===== config.mk =====
export PLATFORM = sky130hd
export DESIGN_NAME = cache_2way
export DESIGN_NICKNAME = d
export VERILOG_FILES = /design/src/logic/cache_geom_pkg.sv /design/src/logic/cache_fsm_pkg.sv /design/src/logic/cache_array.sv /design/src/logic/cache_ctrl.sv /design/src/logic/main_mem.sv /design/src/logic/cache_2way.sv
export SDC_FILE = /design/constraint.sdc
export NUM_CORES = 1
export LEC_CHECK = 0
export BUFFER_PORTS_ARGS = -buffer_cell sky130_fd_sc_hd__buf_2
export CORE_MARGIN = 2
export CORE_UTILIZATION = 45
export DETAILED_ROUTE_END_ITERATION = 8
export SETUP_SLACK_MARGIN = 0.3
export SYNTH_ARGS = -nofsm -noshare
export SYNTH_HDL_FRONTEND = slang
export SYNTH_SLANG_ARGS = --single-unit

===== constraint.sdc =====
create_clock -name clock -period 4 [get_ports clock]
set_input_delay 0.2 -clock clock [delete_from_list [all_inputs] [get_ports clock]]
set_output_delay 0.2 -clock clock [all_outputs]
set_load 0.03 [all_outputs]

===== src/logic/cache_geom_pkg.sv =====
`default_nettype none

package cache_geom_pkg;

  localparam int unsigned addr_w    = 5;
  localparam int unsigned tag_w     = 3;
  localparam int unsigned index_w   = 2;
  localparam int unsigned data_w    = 3;

  localparam int unsigned num_sets  = 1 << index_w;  // 4 sets
  localparam int unsigned num_ways  = 2;
  localparam int unsigned mem_words = 1 << addr_w;   // full 5-bit address space

  // address layout is {tag, index}
  typedef logic [addr_w-1:0]  addr_t;
  typedef logic [tag_w-1:0]   tag_t;    // upper address bits
  typedef logic [index_w-1:0] index_t;  // lower address bits
  typedef logic [data_w-1:0]  data_t;
  typedef logic               way_t;    // one bit for two ways

endpackage

`default_nettype wire


===== src/logic/cache_fsm_pkg.sv =====
`default_nettype none

package cache_fsm_pkg;

  typedef enum logic [1:0] {
    st_idle,       // lookup happens here
    st_writeback,  // dirty victim going out
    st_read_mem,   // refill read issued
    st_fill        // line write and response
  } ctrl_state_t;

  // edges from request sample to resp_valid
  localparam int unsigned hit_latency        = 1;
  localparam int unsigned clean_miss_latency = 3;
  localparam int unsigned dirty_miss_latency = 4;

endpackage

`default_nettype wire


===== src/logic/cache_array.sv =====
`default_nettype none

module cache_array (
  input  logic                  clock,
  input  logic                  rst_n,
  input  cache_geom_pkg::index_t lookup_index,
  input  cache_geom_pkg::tag_t   lookup_tag,
  input  logic                  line_we,
  input  cache_geom_pkg::way_t   line_way,
  input  cache_geom_pkg::tag_t   line_tag,
  input  cache_geom_pkg::data_t  line_data,
  input  logic                  line_dirty,
  output logic                  lookup_hit,
  output cache_geom_pkg::way_t   hit_way,
  output cache_geom_pkg::data_t  hit_data,
  output cache_geom_pkg::way_t   victim_way,
  output logic                  victim_dirty,
  output cache_geom_pkg::tag_t   victim_tag,
  output cache_geom_pkg::data_t  victim_data
);

  // line state, indexed [way][set]
  logic                  valid_q [cache_geom_pkg::num_ways][cache_geom_pkg::num_sets];
  logic                  dirty_q [cache_geom_pkg::num_ways][cache_geom_pkg::num_sets];
  cache_geom_pkg::tag_t  tag_q   [cache_geom_pkg::num_ways][cache_geom_pkg::num_sets];
  cache_geom_pkg::data_t data_q  [cache_geom_pkg::num_ways][cache_geom_pkg::num_sets];

  cache_geom_pkg::way_t  lru_q [cache_geom_pkg::num_sets];  // way to evict next

  logic [cache_geom_pkg::num_ways-1:0] way_hit;
  logic                                keep_dirty;

  // tag compare against every way of the set
  always_comb begin
    for (int w = 0; w < cache_geom_pkg::num_ways; w++) begin
      way_hit[w] = valid_q[w][lookup_index] && (tag_q[w][lookup_index] == lookup_tag);
    end
  end

  assign lookup_hit = |way_hit;
  assign hit_way    = way_hit[1];
  assign hit_data   = data_q[hit_way][lookup_index];

  // an empty way is always taken before the lru one
  always_comb begin
    if (!valid_q[0][lookup_index]) begin
      victim_way = 1'b0;
    end else if (!valid_q[1][lookup_index]) begin
      victim_way = 1'b1;
    end else begin
      victim_way = lru_q[lookup_index];
    end
  end

  assign victim_dirty = valid_q[victim_way][lookup_index] && dirty_q[victim_way][lookup_index];
  assign victim_tag   = tag_q[victim_way][lookup_index];
  assign victim_data  = data_q[victim_way][lookup_index];

  // a rewrite of the resident line (read hit) must not lose its dirty bit,
  // while a fill replaces a different tag and takes line_dirty as given
  assign keep_dirty = valid_q[line_way][lookup_index] && dirty_q[line_way][lookup_index]
                      && (tag_q[line_way][lookup_index] == line_tag);

  always_ff @(posedge clock) begin
    if (!rst_n) begin
      for (int w = 0; w < cache_geom_pkg::num_ways; w++) begin
        for (int s = 0; s < cache_geom_pkg::num_sets; s++) begin
          valid_q[w][s] <= 1'b0;
          dirty_q[w][s] <= 1'b0;
        end
      end
      for (int s = 0; s < cache_geom_pkg::num_sets; s++) begin
        lru_q[s] <= 1'b0;  // all sets start pointing at way 0
      end
    end else if (line_we) begin
      valid_q[line_way][lookup_index] <= 1'b1;
      dirty_q[line_way][lookup_index] <= line_dirty | keep_dirty;
      lru_q[lookup_index]             <= ~line_way;  // written way becomes mru
    end
  end

  always_ff @(posedge clock) begin
    if (line_we) begin
      tag_q[line_way][lookup_index]  <= line_tag;
      data_q[line_way][lookup_index] <= line_data;
    end
  end

  // a second copy of a tag could only come from a fill that missed a live hit
  a_single_way_hit: assert property (
    @(posedge clock) disable iff (!rst_n)
    line_we |-> !(way_hit[0] && way_hit[1])
  ) else $error("cache_array: tag present in both ways of set %0d", lookup_index);

endmodule

`default_nettype wire


===== src/logic/cache_ctrl.sv =====
`default_nettype none

module cache_ctrl (
  input  logic                   clock,
  input  logic                   rst_n,
  input  logic                   req_valid,
  input  logic                   req_write,
  input  cache_geom_pkg::addr_t  address,
  input  cache_geom_pkg::data_t  data,
  input  logic                   lookup_hit,
  input  cache_geom_pkg::way_t   hit_way,
  input  cache_geom_pkg::data_t  hit_data,
  input  cache_geom_pkg::way_t   victim_way,
  input  logic                   victim_dirty,
  input  cache_geom_pkg::tag_t   victim_tag,
  input  cache_geom_pkg::data_t  victim_data,
  input  cache_geom_pkg::data_t  mem_rdata,
  output cache_geom_pkg::index_t lookup_index,
  output cache_geom_pkg::tag_t   lookup_tag,
  output logic                   line_we,
  output cache_geom_pkg::way_t   line_way,
  output cache_geom_pkg::tag_t   line_tag,
  output cache_geom_pkg::data_t  line_data,
  output logic                   line_dirty,
  output cache_geom_pkg::addr_t  mem_address,
  output logic                   mem_we,
  output cache_geom_pkg::data_t  mem_wdata,
  output logic                   resp_valid,
  output cache_geom_pkg::data_t  q,
  output logic                   hit,
  output logic                   wb_valid,
  output cache_geom_pkg::addr_t  wb_address,
  output cache_geom_pkg::data_t  wb_data
);

  cache_fsm_pkg::ctrl_state_t state_q;

  cache_geom_pkg::addr_t req_addr_q;   // latched on a miss
  logic                  req_write_q;
  cache_geom_pkg::data_t req_data_q;
  cache_geom_pkg::way_t  fill_way_q;
  cache_geom_pkg::tag_t  wb_tag_q;
  cache_geom_pkg::data_t wb_data_q;

  cache_geom_pkg::addr_t lookup_addr;
  logic                  accept;

  assign accept      = req_valid && (state_q == cache_fsm_pkg::st_idle);
  assign lookup_addr = (state_q == cache_fsm_pkg::st_idle) ? address : req_addr_q;

  assign lookup_index = lookup_addr[cache_geom_pkg::index_w-1:0];
  assign lookup_tag   = lookup_addr[cache_geom_pkg::addr_w-1 -: cache_geom_pkg::tag_w];

  // single array write port, shared by hits and fills
  always_comb begin
    line_we    = 1'b0;
    line_way   = hit_way;
    line_tag   = lookup_tag;
    line_data  = hit_data;
    line_dirty = 1'b0;
    case (state_q)
      cache_fsm_pkg::st_idle: begin
        if (req_valid && lookup_hit) begin
          line_we    = 1'b1;  // read hit still refreshes lru
          line_data  = req_write ? data : hit_data;
          line_dirty = req_write;
        end
      end
      cache_fsm_pkg::st_fill: begin
        line_we    = 1'b1;
        line_way   = fill_way_q;
        line_data  = req_write_q ? req_data_q : mem_rdata;  // write-allocate
        line_dirty = req_write_q;
      end
      default: ;
    endcase
  end

  assign wb_valid   = (state_q == cache_fsm_pkg::st_writeback);
  assign wb_address = {wb_tag_q, req_addr_q[cache_geom_pkg::index_w-1:0]};
  assign wb_data    = wb_data_q;

  assign mem_we      = wb_valid;
  assign mem_address = wb_valid ? wb_address : req_addr_q;
  assign mem_wdata   = wb_data_q;

  always_ff @(posedge clock) begin
    if (!rst_n) begin
      state_q    <= cache_fsm_pkg::st_idle;
      resp_valid <= 1'b0;
      hit        <= 1'b0;
    end else begin
      resp_valid <= 1'b0;
      case (state_q)
        cache_fsm_pkg::st_idle: begin
          if (req_valid) begin
            hit <= lookup_hit;
            if (lookup_hit) begin
              resp_valid <= 1'b1;  // hits answer on the next cycle
            end else if (victim_dirty) begin
              state_q <= cache_fsm_pkg::st_writeback;
            end else begin
              state_q <= cache_fsm_pkg::st_read_mem;
            end
          end
        end
        cache_fsm_pkg::st_writeback: state_q <= cache_fsm_pkg::st_read_mem;
        cache_fsm_pkg::st_read_mem:  state_q <= cache_fsm_pkg::st_fill;  // rdata valid next
        cache_fsm_pkg::st_fill: begin
          resp_valid <= 1'b1;
          state_q    <= cache_fsm_pkg::st_idle;
        end
        default: state_q <= cache_fsm_pkg::st_idle;
      endcase
    end
  end

  always_ff @(posedge clock) begin
    if (accept) begin
      req_addr_q  <= address;
      req_write_q <= req_write;
      req_data_q  <= data;
      fill_way_q  <= victim_way;
      wb_tag_q    <= victim_tag;
      wb_data_q   <= victim_data;
      q           <= req_write ? data : hit_data;
    end else if (state_q == cache_fsm_pkg::st_fill) begin
      q <= line_data;
    end
  end

  a_resp_pulse: assert property (
    @(posedge clock) disable iff (!rst_n)
    resp_valid |=> !resp_valid
  ) else $error("cache_ctrl: resp_valid held longer than one cycle");

  // victim holds another tag, so the writeback never lands on the refill address
  a_wb_other_line: assert property (
    @(posedge clock) disable iff (!rst_n)
    wb_valid |-> (wb_address != req_addr_q)
  ) else $error("cache_ctrl: writeback targets the address being refilled");

  a_req_when_idle: assert property (
    @(posedge clock) disable iff (!rst_n)
    req_valid |-> (state_q == cache_fsm_pkg::st_idle)
  ) else $error("cache_ctrl: request issued while a miss is in flight");

endmodule

`default_nettype wire


===== src/logic/main_mem.sv =====
`default_nettype none

module main_mem (
  input  logic                  clock,
  input  cache_geom_pkg::addr_t mem_address,
  input  logic                  mem_we,
  input  cache_geom_pkg::data_t mem_wdata,
  output cache_geom_pkg::data_t mem_rdata
);

  cache_geom_pkg::data_t mem_q [cache_geom_pkg::mem_words];  // whole address space

  // write and read share the address, read returns the old word
  always_ff @(posedge clock) begin
    if (mem_we) begin
      mem_q[mem_address] <= mem_wdata;
    end
    mem_rdata <= mem_q[mem_address];  // one cycle read latency
  end

endmodule

`default_nettype wire


===== src/logic/cache_2way.sv =====
`default_nettype none

module cache_2way (
  input  logic                  clock,
  input  logic                  rst_n,
  input  logic                  req_valid,
  input  logic                  req_write,
  input  cache_geom_pkg::addr_t address,
  input  cache_geom_pkg::data_t data,
  output logic                  resp_valid,
  output cache_geom_pkg::data_t q,
  output logic                  hit,
  output logic                  wb_valid,
  output cache_geom_pkg::addr_t wb_address,
  output cache_geom_pkg::data_t wb_data
);

  // lookup side
  cache_geom_pkg::index_t lookup_index;
  cache_geom_pkg::tag_t   lookup_tag;
  logic                   lookup_hit;
  cache_geom_pkg::way_t   hit_way;
  cache_geom_pkg::data_t  hit_data;
  cache_geom_pkg::way_t   victim_way;
  logic                   victim_dirty;
  cache_geom_pkg::tag_t   victim_tag;
  cache_geom_pkg::data_t  victim_data;

  // array write port
  logic                   line_we;
  cache_geom_pkg::way_t   line_way;
  cache_geom_pkg::tag_t   line_tag;
  cache_geom_pkg::data_t  line_data;
  logic                   line_dirty;

  // backing memory port
  cache_geom_pkg::addr_t  mem_address;
  logic                   mem_we;
  cache_geom_pkg::data_t  mem_wdata;
  cache_geom_pkg::data_t  mem_rdata;

  cache_ctrl ctrl (
    .clock, .rst_n, .req_valid, .req_write, .address, .data,
    .lookup_hit, .hit_way, .hit_data,
    .victim_way, .victim_dirty, .victim_tag, .victim_data,
    .mem_rdata,
    .lookup_index, .lookup_tag,
    .line_we, .line_way, .line_tag, .line_data, .line_dirty,
    .mem_address, .mem_we, .mem_wdata,
    .resp_valid, .q, .hit,
    .wb_valid, .wb_address, .wb_data
  );

  cache_array array (
    .clock, .rst_n, .lookup_index, .lookup_tag,
    .line_we, .line_way, .line_tag, .line_data, .line_dirty,
    .lookup_hit, .hit_way, .hit_data,
    .victim_way, .victim_dirty, .victim_tag, .victim_data
  );

  main_mem mem (
    .clock, .mem_address, .mem_we, .mem_wdata, .mem_rdata
  );

endmodule

`default_nettype wire


==> metrics.md, run 1 <==
| Metric | Value |
|---|---|
| Final WL | 20000 um |
| Post-synthesis compound-gate area fraction | 0.0697 |
| Number of nets with antenna violations after routing | 0 |
| Die width | 143 um |
| Share of layout cells above drive strength 1 | 0.249 |
| Worst EP arrival | 3780 ps |
| Area Growth Syn to Fin | 15.3% |
| Run status | completed |
| Sequential fraction of the synthesis area | 0.641 |
| Yosys reg bits | 190 |
| Hold path start | address[3] |
| Sum Neg Setup Slack | 0 ps |
| Hold path endpoint | ctrl.req_addr_q[3] |
| Max cap viols | 0 |
| WHS Path Cells | 1 |
| TritonCTS clock tree | built |
| Routability cong. | 0.888 |
| Post-Synth XOR/XNOR Area | 0.0109 |
| Final worst path period share | 0.880 |
| Most numerous cell types in the synthesized netlist | edfxtp_1, nor2_1, nand2_1 |
| CTS Buffer Depth | 2 |
| Worst R2R Path Depth | 12 |
| Syn. warnings | 0 |
| Synthesized-area fraction occupied by adder cells | 0.00574 |
| Starting density of the core | 0.463 |
| Initial antenna violation count | 0 |
| Largest cells by area after synthesis | edfxtp_1, mux4_2, mux2i_1 |
| Worst setup startpoint | ctrl.state_q[0] |
| Number of global-route vias before repair | 5506 |
| First-pass GRT wire length | 31200 um |
| Nature of the critical path endpoint | flop |
| Post-Synthesis Net Count | 629 |
| HPWL after DPL | 14100 um |
| CTS clock-pin slew for the worst setup and hold paths | 70 ps |
| CTS Sinks | 190 |
| Synth Cell Area | 0.00871 mm^2 |
| Via/cell ratio | 5.70 |
| Ys flop type | edfxtp_1 |
| Net load switching power | 0.00262 W |
| Largest stage delay, worst path | 470 ps |
| CTS buffer count | 17 |
| Fin. max-slew vios | 0 |
| Slew margin rel. | 0.405 |
| Unrepaired setup endpoints after global routing | no |
| Wire length per cell | 21.2 um |
| Total chip power | 0.00728 W |
| Maximum fanout along the worst path | 8 |
| RR Endpoint | array.dirty_q[0][3] |
| Avg Inst Size Synth | 14.2 um^2 |
| Largest net degree at the start of global routing | 30 |
| Fin crit period | 3520 ps |
| Reg2reg setup slack | 480 ps |
| Total die area | 0.0205 mm^2 |
| Maximum VDD drop | 373 uV |
| Pint | 0.00466 W |
| Root buffer cell | clkbuf_16 |
| Chip height | 143 um |
| I/O Buffers | 25 |
| Num ports | 26 |
| Pwr Density | 725 mW/mm^2 |
| Final setup vio count | 0 |
| Mux share of post-synthesis cell area | 0.142 |
| Total grt overflow | 0 |
| Top cell type's share of synthesized area | 0.614 |
| WS Path Type | flop to flop |
| Main combinational cell family by area after synthesis | multiplexers |
| Post-Syn Instances | 613 |
| Fin. Hold Viols | 0 |
| Worst-Margin Slew | 892 ps |
| Setup crit start kind | flop |
| Switching share of power | 0.360 |
| Number of synthesized flops with an enable pin | 178 |
| Hold WC Path Type | primary input to flop |
| Antenna diode count | 0 |
| Fill cells | 1534 |
| Worst-Skew Late Latency | 440 ps |
| Vias after detailed routing | 5378 |
| Multi-input logic area | 0.00292 mm^2 |
| DRC | 0 |
| Setup Skew | 12.8 ps |
| Comb pwr share | 0.395 |
| Simple-Gate Fraction of Synth Area | 0.0959 |
| Clk pwr share | 0.224 |
| Fmax | 0.284 GHz |
| Total track usage | 0.206 |
| Number of H-tree levels | 4 |
| CP Cell Sequence | inv_1 > ha_4 > mux2_4 > mux4_2 > xnor2_1 > and4_2 > a31oi_4 > buf_6 > mux2_2 > nor4_4 > nand4_4 > a211oi_1 |
| Core area | 0.0188 mm^2 |
| First-pass DRT Iterations | 8 |
| Sequential power share | 0.381 |
| Top cell type by total area after synthesis | edfxtp_1 |
| CP Data Required Time | 4260 ps |
| Initial DRC Count | 540 |
| Worst R2R Start | ctrl.state_q[0] |
| Share of flip-flops with an asynchronous set or reset | 0 |
| Synth unique cells | 59 |
| Nets | 688 |
| Slowest CP cell | mux4_2 |
| Leakage Power | 3.55 nW |
| Register area | 0.00559 mm^2 |
| Count leader, synth | edfxtp_1 |
| Site Rows | 50 |
[final cells by class]
type	instances	area share
clock buffer	22	0.0442
tap	260	0.0324
inverter	38	0.0142
multi-input combinational	354	0.291
timing repair buffer	71	0.0508
clock inverter	9	0.0111
sequential	190	0.556
[how the worst max path moves through the flow]
stage / end / slack [ps] / depth (start not counted)
after floorplan: array.data_q[1][10] / 620 / 11
after global placement: array.data_q[0][0] / 260 / 11
final: array.dirty_q[0][3] / 480 / 12
after detailed placement: array.valid_q[0][1] / 120 / 11
after global routing: array.dirty_q[0][2] / 310 / 12
after CTS: array.dirty_q[0][1] / 330 / 13
[placed cells by master (no fill, tap or decap), types with 11 or more instances in the layout]
master     Yosys  routed
edfxtp_1     178     178
nor2_1        60      60
nand2_1       44      42
mux2i_1       37      36
buf_4          3      36
inv_1         36      35
mux4_2        32      32
buf_2          7      25
nand3_1       22      21
o22ai_1       19      19
clkbuf_16      0      17
nand4_1       15      15
o21ai_0       21      14
dfxtp_1       12      11
[per-stage QoR]
stage / utilization / std cells / hold slack (ps) / cell area, um^2 / setup slack (ps)
final: 0.533 / 944 / 21.3 / 10000 / 480
after floorplan: - / 613 / 299 / 8710 / 625
after detailed placement: 0.492 / 900 / 426 / 9270 / 120
after CTS: 0.528 / 937 / 0.824 / 9940 / 332
after global placement: 0.492 / 900 / 429 / 9270 / 256
after global routing: 0.533 / 944 / 6.75 / 10000 / 308
[sequential cells by signal (all words and copies together) (netlist names), 4 cells and up]
signal           flops
array.tag_q         24
array.lru_q          4
mem.mem_q           96
array.valid_q        8
array.data_q        24
array.dirty_q        8
ctrl.req_addr_q      5
[power by group through the flow]
| stage | clock [W] | sequential, W | combinational, W |
|---|---|---|---|
| floorplan | 0 | 0.00286 | 0.00182 |
| global placement | 0 | 0.00281 | 0.00262 |
| detailed placement | 0 | 0.00282 | 0.00265 |
| CTS | 0.00165 | 0.00278 | 0.00276 |
| global route | 0.00173 | 0.00280 | 0.00310 |
| finish | 0.00163 | 0.00277 | 0.00288 |
[logic make-up after synthesis]
family | count (synthesis)
flops | 190
compound gates | 88
mux | 80
xor+xnor | 10
simple gates | 172
buf+inv | 69
fa+ha+maj | 4
[timing repair]
action,in CTS,in global routing
buffers inserted,1,7
endpoints found under the hold margin,5,0
pin swaps,0,4
setup endpoints to repair,90,96
hold buffers,5,0
gates resized for setup,15,15
[worst max-delay path, delay by kind of cell, from the launching register on]
kind | cells | cell delay [ps]
fa+ha+maj | 1 | 210
compound gates | 2 | 490
flops | 1 | 330
simple gates | 3 | 670
mux | 3 | 1160
xor+xnor | 1 | 150
buf+inv | 2 | 340
[layer usage]
metal	up-vias	wire length, um	track usage	share of wire
li1	2479	-	-	-
met1	2684	8510	0.259	0.42
met2	169	10100	0.354	0.50
met3	46	892	0.0369	0.044
met4	0	527	0.0813	0.026
met5	-	0	0	0
(Power assumes the default switching activity.)
==> run 2: changes to the inputs <==
--- a/config.mk
+++ b/config.mk
@@ -7,8 +7,9 @@
 export LEC_CHECK = 0
 export BUFFER_PORTS_ARGS = -buffer_cell sky130_fd_sc_hd__buf_2
 export CORE_MARGIN = 2
-export CORE_UTILIZATION = 45
+export CORE_UTILIZATION = 51
 export DETAILED_ROUTE_END_ITERATION = 8
+export PLACE_DENSITY = 0.67
 export SETUP_SLACK_MARGIN = 0.3
 export SYNTH_ARGS = -nofsm -noshare
 export SYNTH_HDL_FRONTEND = slang
==> run 2 against run 1 <==
Effect of this change: maximum frequency is 2.9% lower; sequential power about the same; register-to-register slack lost 100 ps; global-route usage is 1.4 points higher; worst hold slack lost 3.2 ps; routed wire length decreased by 3.6%; clock-buffer cell count down 5; critical endpoint is now array.dirty_q[0][1]; largest cell class unchanged.
==> metrics.md, run 2 (synthesis results as in run 1) <==
| Metric | Value |
|---|---|
| Run status | completed |
| Pwr Density | 724 mW/mm^2 |
| CTS Sinks | 190 |
| RR Endpoint | array.dirty_q[0][1] |
| Worst-Margin Slew | 1080 ps |
| Max reg flops | 96 |
| Total chip power | 0.00717 W |
| Slew margin rel. | 0.277 |
| Share of layout cells above drive strength 1 | 0.239 |
| Nature of the critical path endpoint | flop |
| Total track usage | 0.220 |
| Most flops, register | mem.mem_q |
| Commonest non-fill, non-tap cell in the layout | edfxtp_1 |
| Final WL | 19300 um |
| Leakage Power | 3.52 nW |
| TritonCTS clock tree | built |
| Setup crit start kind | flop |
| Initial antenna violation count | 0 |
| CTS clock-pin slew for the worst setup and hold paths | 70 ps |
| Vias after detailed routing | 5387 |
| Final non-filler cell total | 895 |
| I/O Buffers | 25 |
| Setup Skew | 11.8 ps |
| First-pass DRT Iterations | 5 |
| CTS Buffer Depth | 2 |
| Chip height | 135 um |
| Largest net degree at the start of global routing | 34 |
| Root buffer cell | clkbuf_16 |
| Worst R2R Path Depth | 12 |
| Hold path start | address[3] |
| Nets | 678 |
| Fill cells | 1234 |
| Fin. max-slew vios | 0 |
| Worst R2R Start | ctrl.state_q[0] |
| Util after Layout | 0.595 |
| CTS buffer count | 17 |
| Initial DRC Count | 501 |
| Antenna diode count | 0 |
| Largest registers | mem.mem_q: 96 flops, array.data_q: 24 flops, array.tag_q: 24 flops |
| Placed instance count | 858 |
| WHS Path Cells | 1 |
| Maximum VDD drop | 426 uV |
| Number of nets with antenna violations after routing | 0 |
| HPWL after DPL | 13700 um |
| Maximum fanout along the worst path | 10 |
| WS Path Type | flop to flop |
| Reg2reg setup slack | 380 ps |
| Most frequent cells in the layout | edfxtp_1, nor2_1, nand2_1 |
| Unrepaired setup endpoints after global routing | yes |
| Sum Neg Setup Slack | 0 ps |
| Number of global-route vias before repair | 5333 |
| Wire length per cell | 21.6 um |
| Fmax | 0.276 GHz |
| Area Growth Syn to Fin | 13.7% |
| Via/cell ratio | 6.02 |
| Fin crit period | 3620 ps |
| CP Data Required Time | 4250 ps |
| Fin Hold WS | 18.1 ps |
| Max cap viols | 0 |
| Routability cong. | 0.898 |
| Die width | 135 um |
| Total grt overflow | 0 |
| Fin. Hold Viols | 0 |
| Core area | 0.0166 mm^2 |
| Worst EP arrival | 3870 ps |
| DRC | 0 |
| Site Rows | 47 |
| Worst-Skew Late Latency | 430 ps |
| Num ports | 26 |
| Final worst path period share | 0.906 |
| Hold WC Path Type | primary input to flop |
| Total die area | 0.0181 mm^2 |
| First-pass GRT wire length | 30000 um |
| Final setup vio count | 0 |
| Starting density of the core | 0.523 |
| Hold path endpoint | ctrl.req_addr_q[3] |
| Number of H-tree levels | 4 |
==> run 2: cell count changes in the layout (fill, tap and decap cells not counted), sizes merged <==
cell / before / now
clkinv: 3 / 6
bufinv: 2 / 0
clkinvlp: 3 / 2
inv: 39 / 45
buf: 66 / 56
clkbuf: 22 / 17
==> run 2: worst max-delay path: stages (launching register included) <==
cell and delay [ps]:
dfxtp_1 340, inv_1 150, ha_4 220, mux2_4 330, mux4_2 450, xnor2_1 140
and4_2 270, a31oi_4 240, buf_6 200, mux2_4 330, nor4_4 280, nand4_4 190
a211oi_1 300
==> run 2: worst max path at each step <==
stage                         start                  end  slack (ps)  cells past startpoint
detailed placement  ctrl.state_q[0]  array.dirty_q[0][3]         110                     11
finish              ctrl.state_q[0]  array.dirty_q[0][1]         380                     12
global placement    ctrl.state_q[0]   array.data_q[0][6]         260                     13
CTS                 ctrl.state_q[0]  array.dirty_q[0][1]         300                     12
floorplan           ctrl.state_q[0]  array.data_q[1][10]         620                     11
global route        ctrl.state_q[0]  array.dirty_q[0][1]         260                     12
==> run 2: cell type report <==
cell class              count  area [um^2]  area share
well taps                 220          275      0.0278
clock buffers              17          425      0.0429
multi-input cells         354         2900       0.292
repair buffers             61          415      0.0419
flip-flops and latches    190         5590       0.564
inverters                  38          143      0.0144
clock inverters            15          166      0.0168
==> run 2: per-stage QoR <==
stage               cell area, um^2  setup WS, ps
global route                   9910           255
finish                         9910           376
global placement               9190           259
floorplan                      8710           625
CTS                            9860           298
detailed placement             9190           106
==> run 2: power by group <==
part	total [W]	internal [W]	switching, W
logic	0.00273	0.00105	0.00168
registers	0.00278	0.00262	0.000164
clock network	0.00166	0.000842	0.000822
total	0.00717	0.00451	0.00267
==> run 2: what timing repair did <==
item / CTS / global route
endpoints found under the setup margin: 66 / 96
hold buffers: 5 / 0
gates resized for setup: 5 / 9
setup buffers: 0 / 0
endpoints found under the hold margin: 5 / 0
==> run 2: metal layers <==
layer,GRT usage,vias to the layer above,wire length (um)
li1,-,2459,-
met1,0.285,2662,7820
met2,0.384,242,9940
met3,0.0447,24,1210
met4,0.0538,0,347
met5,0,-,0
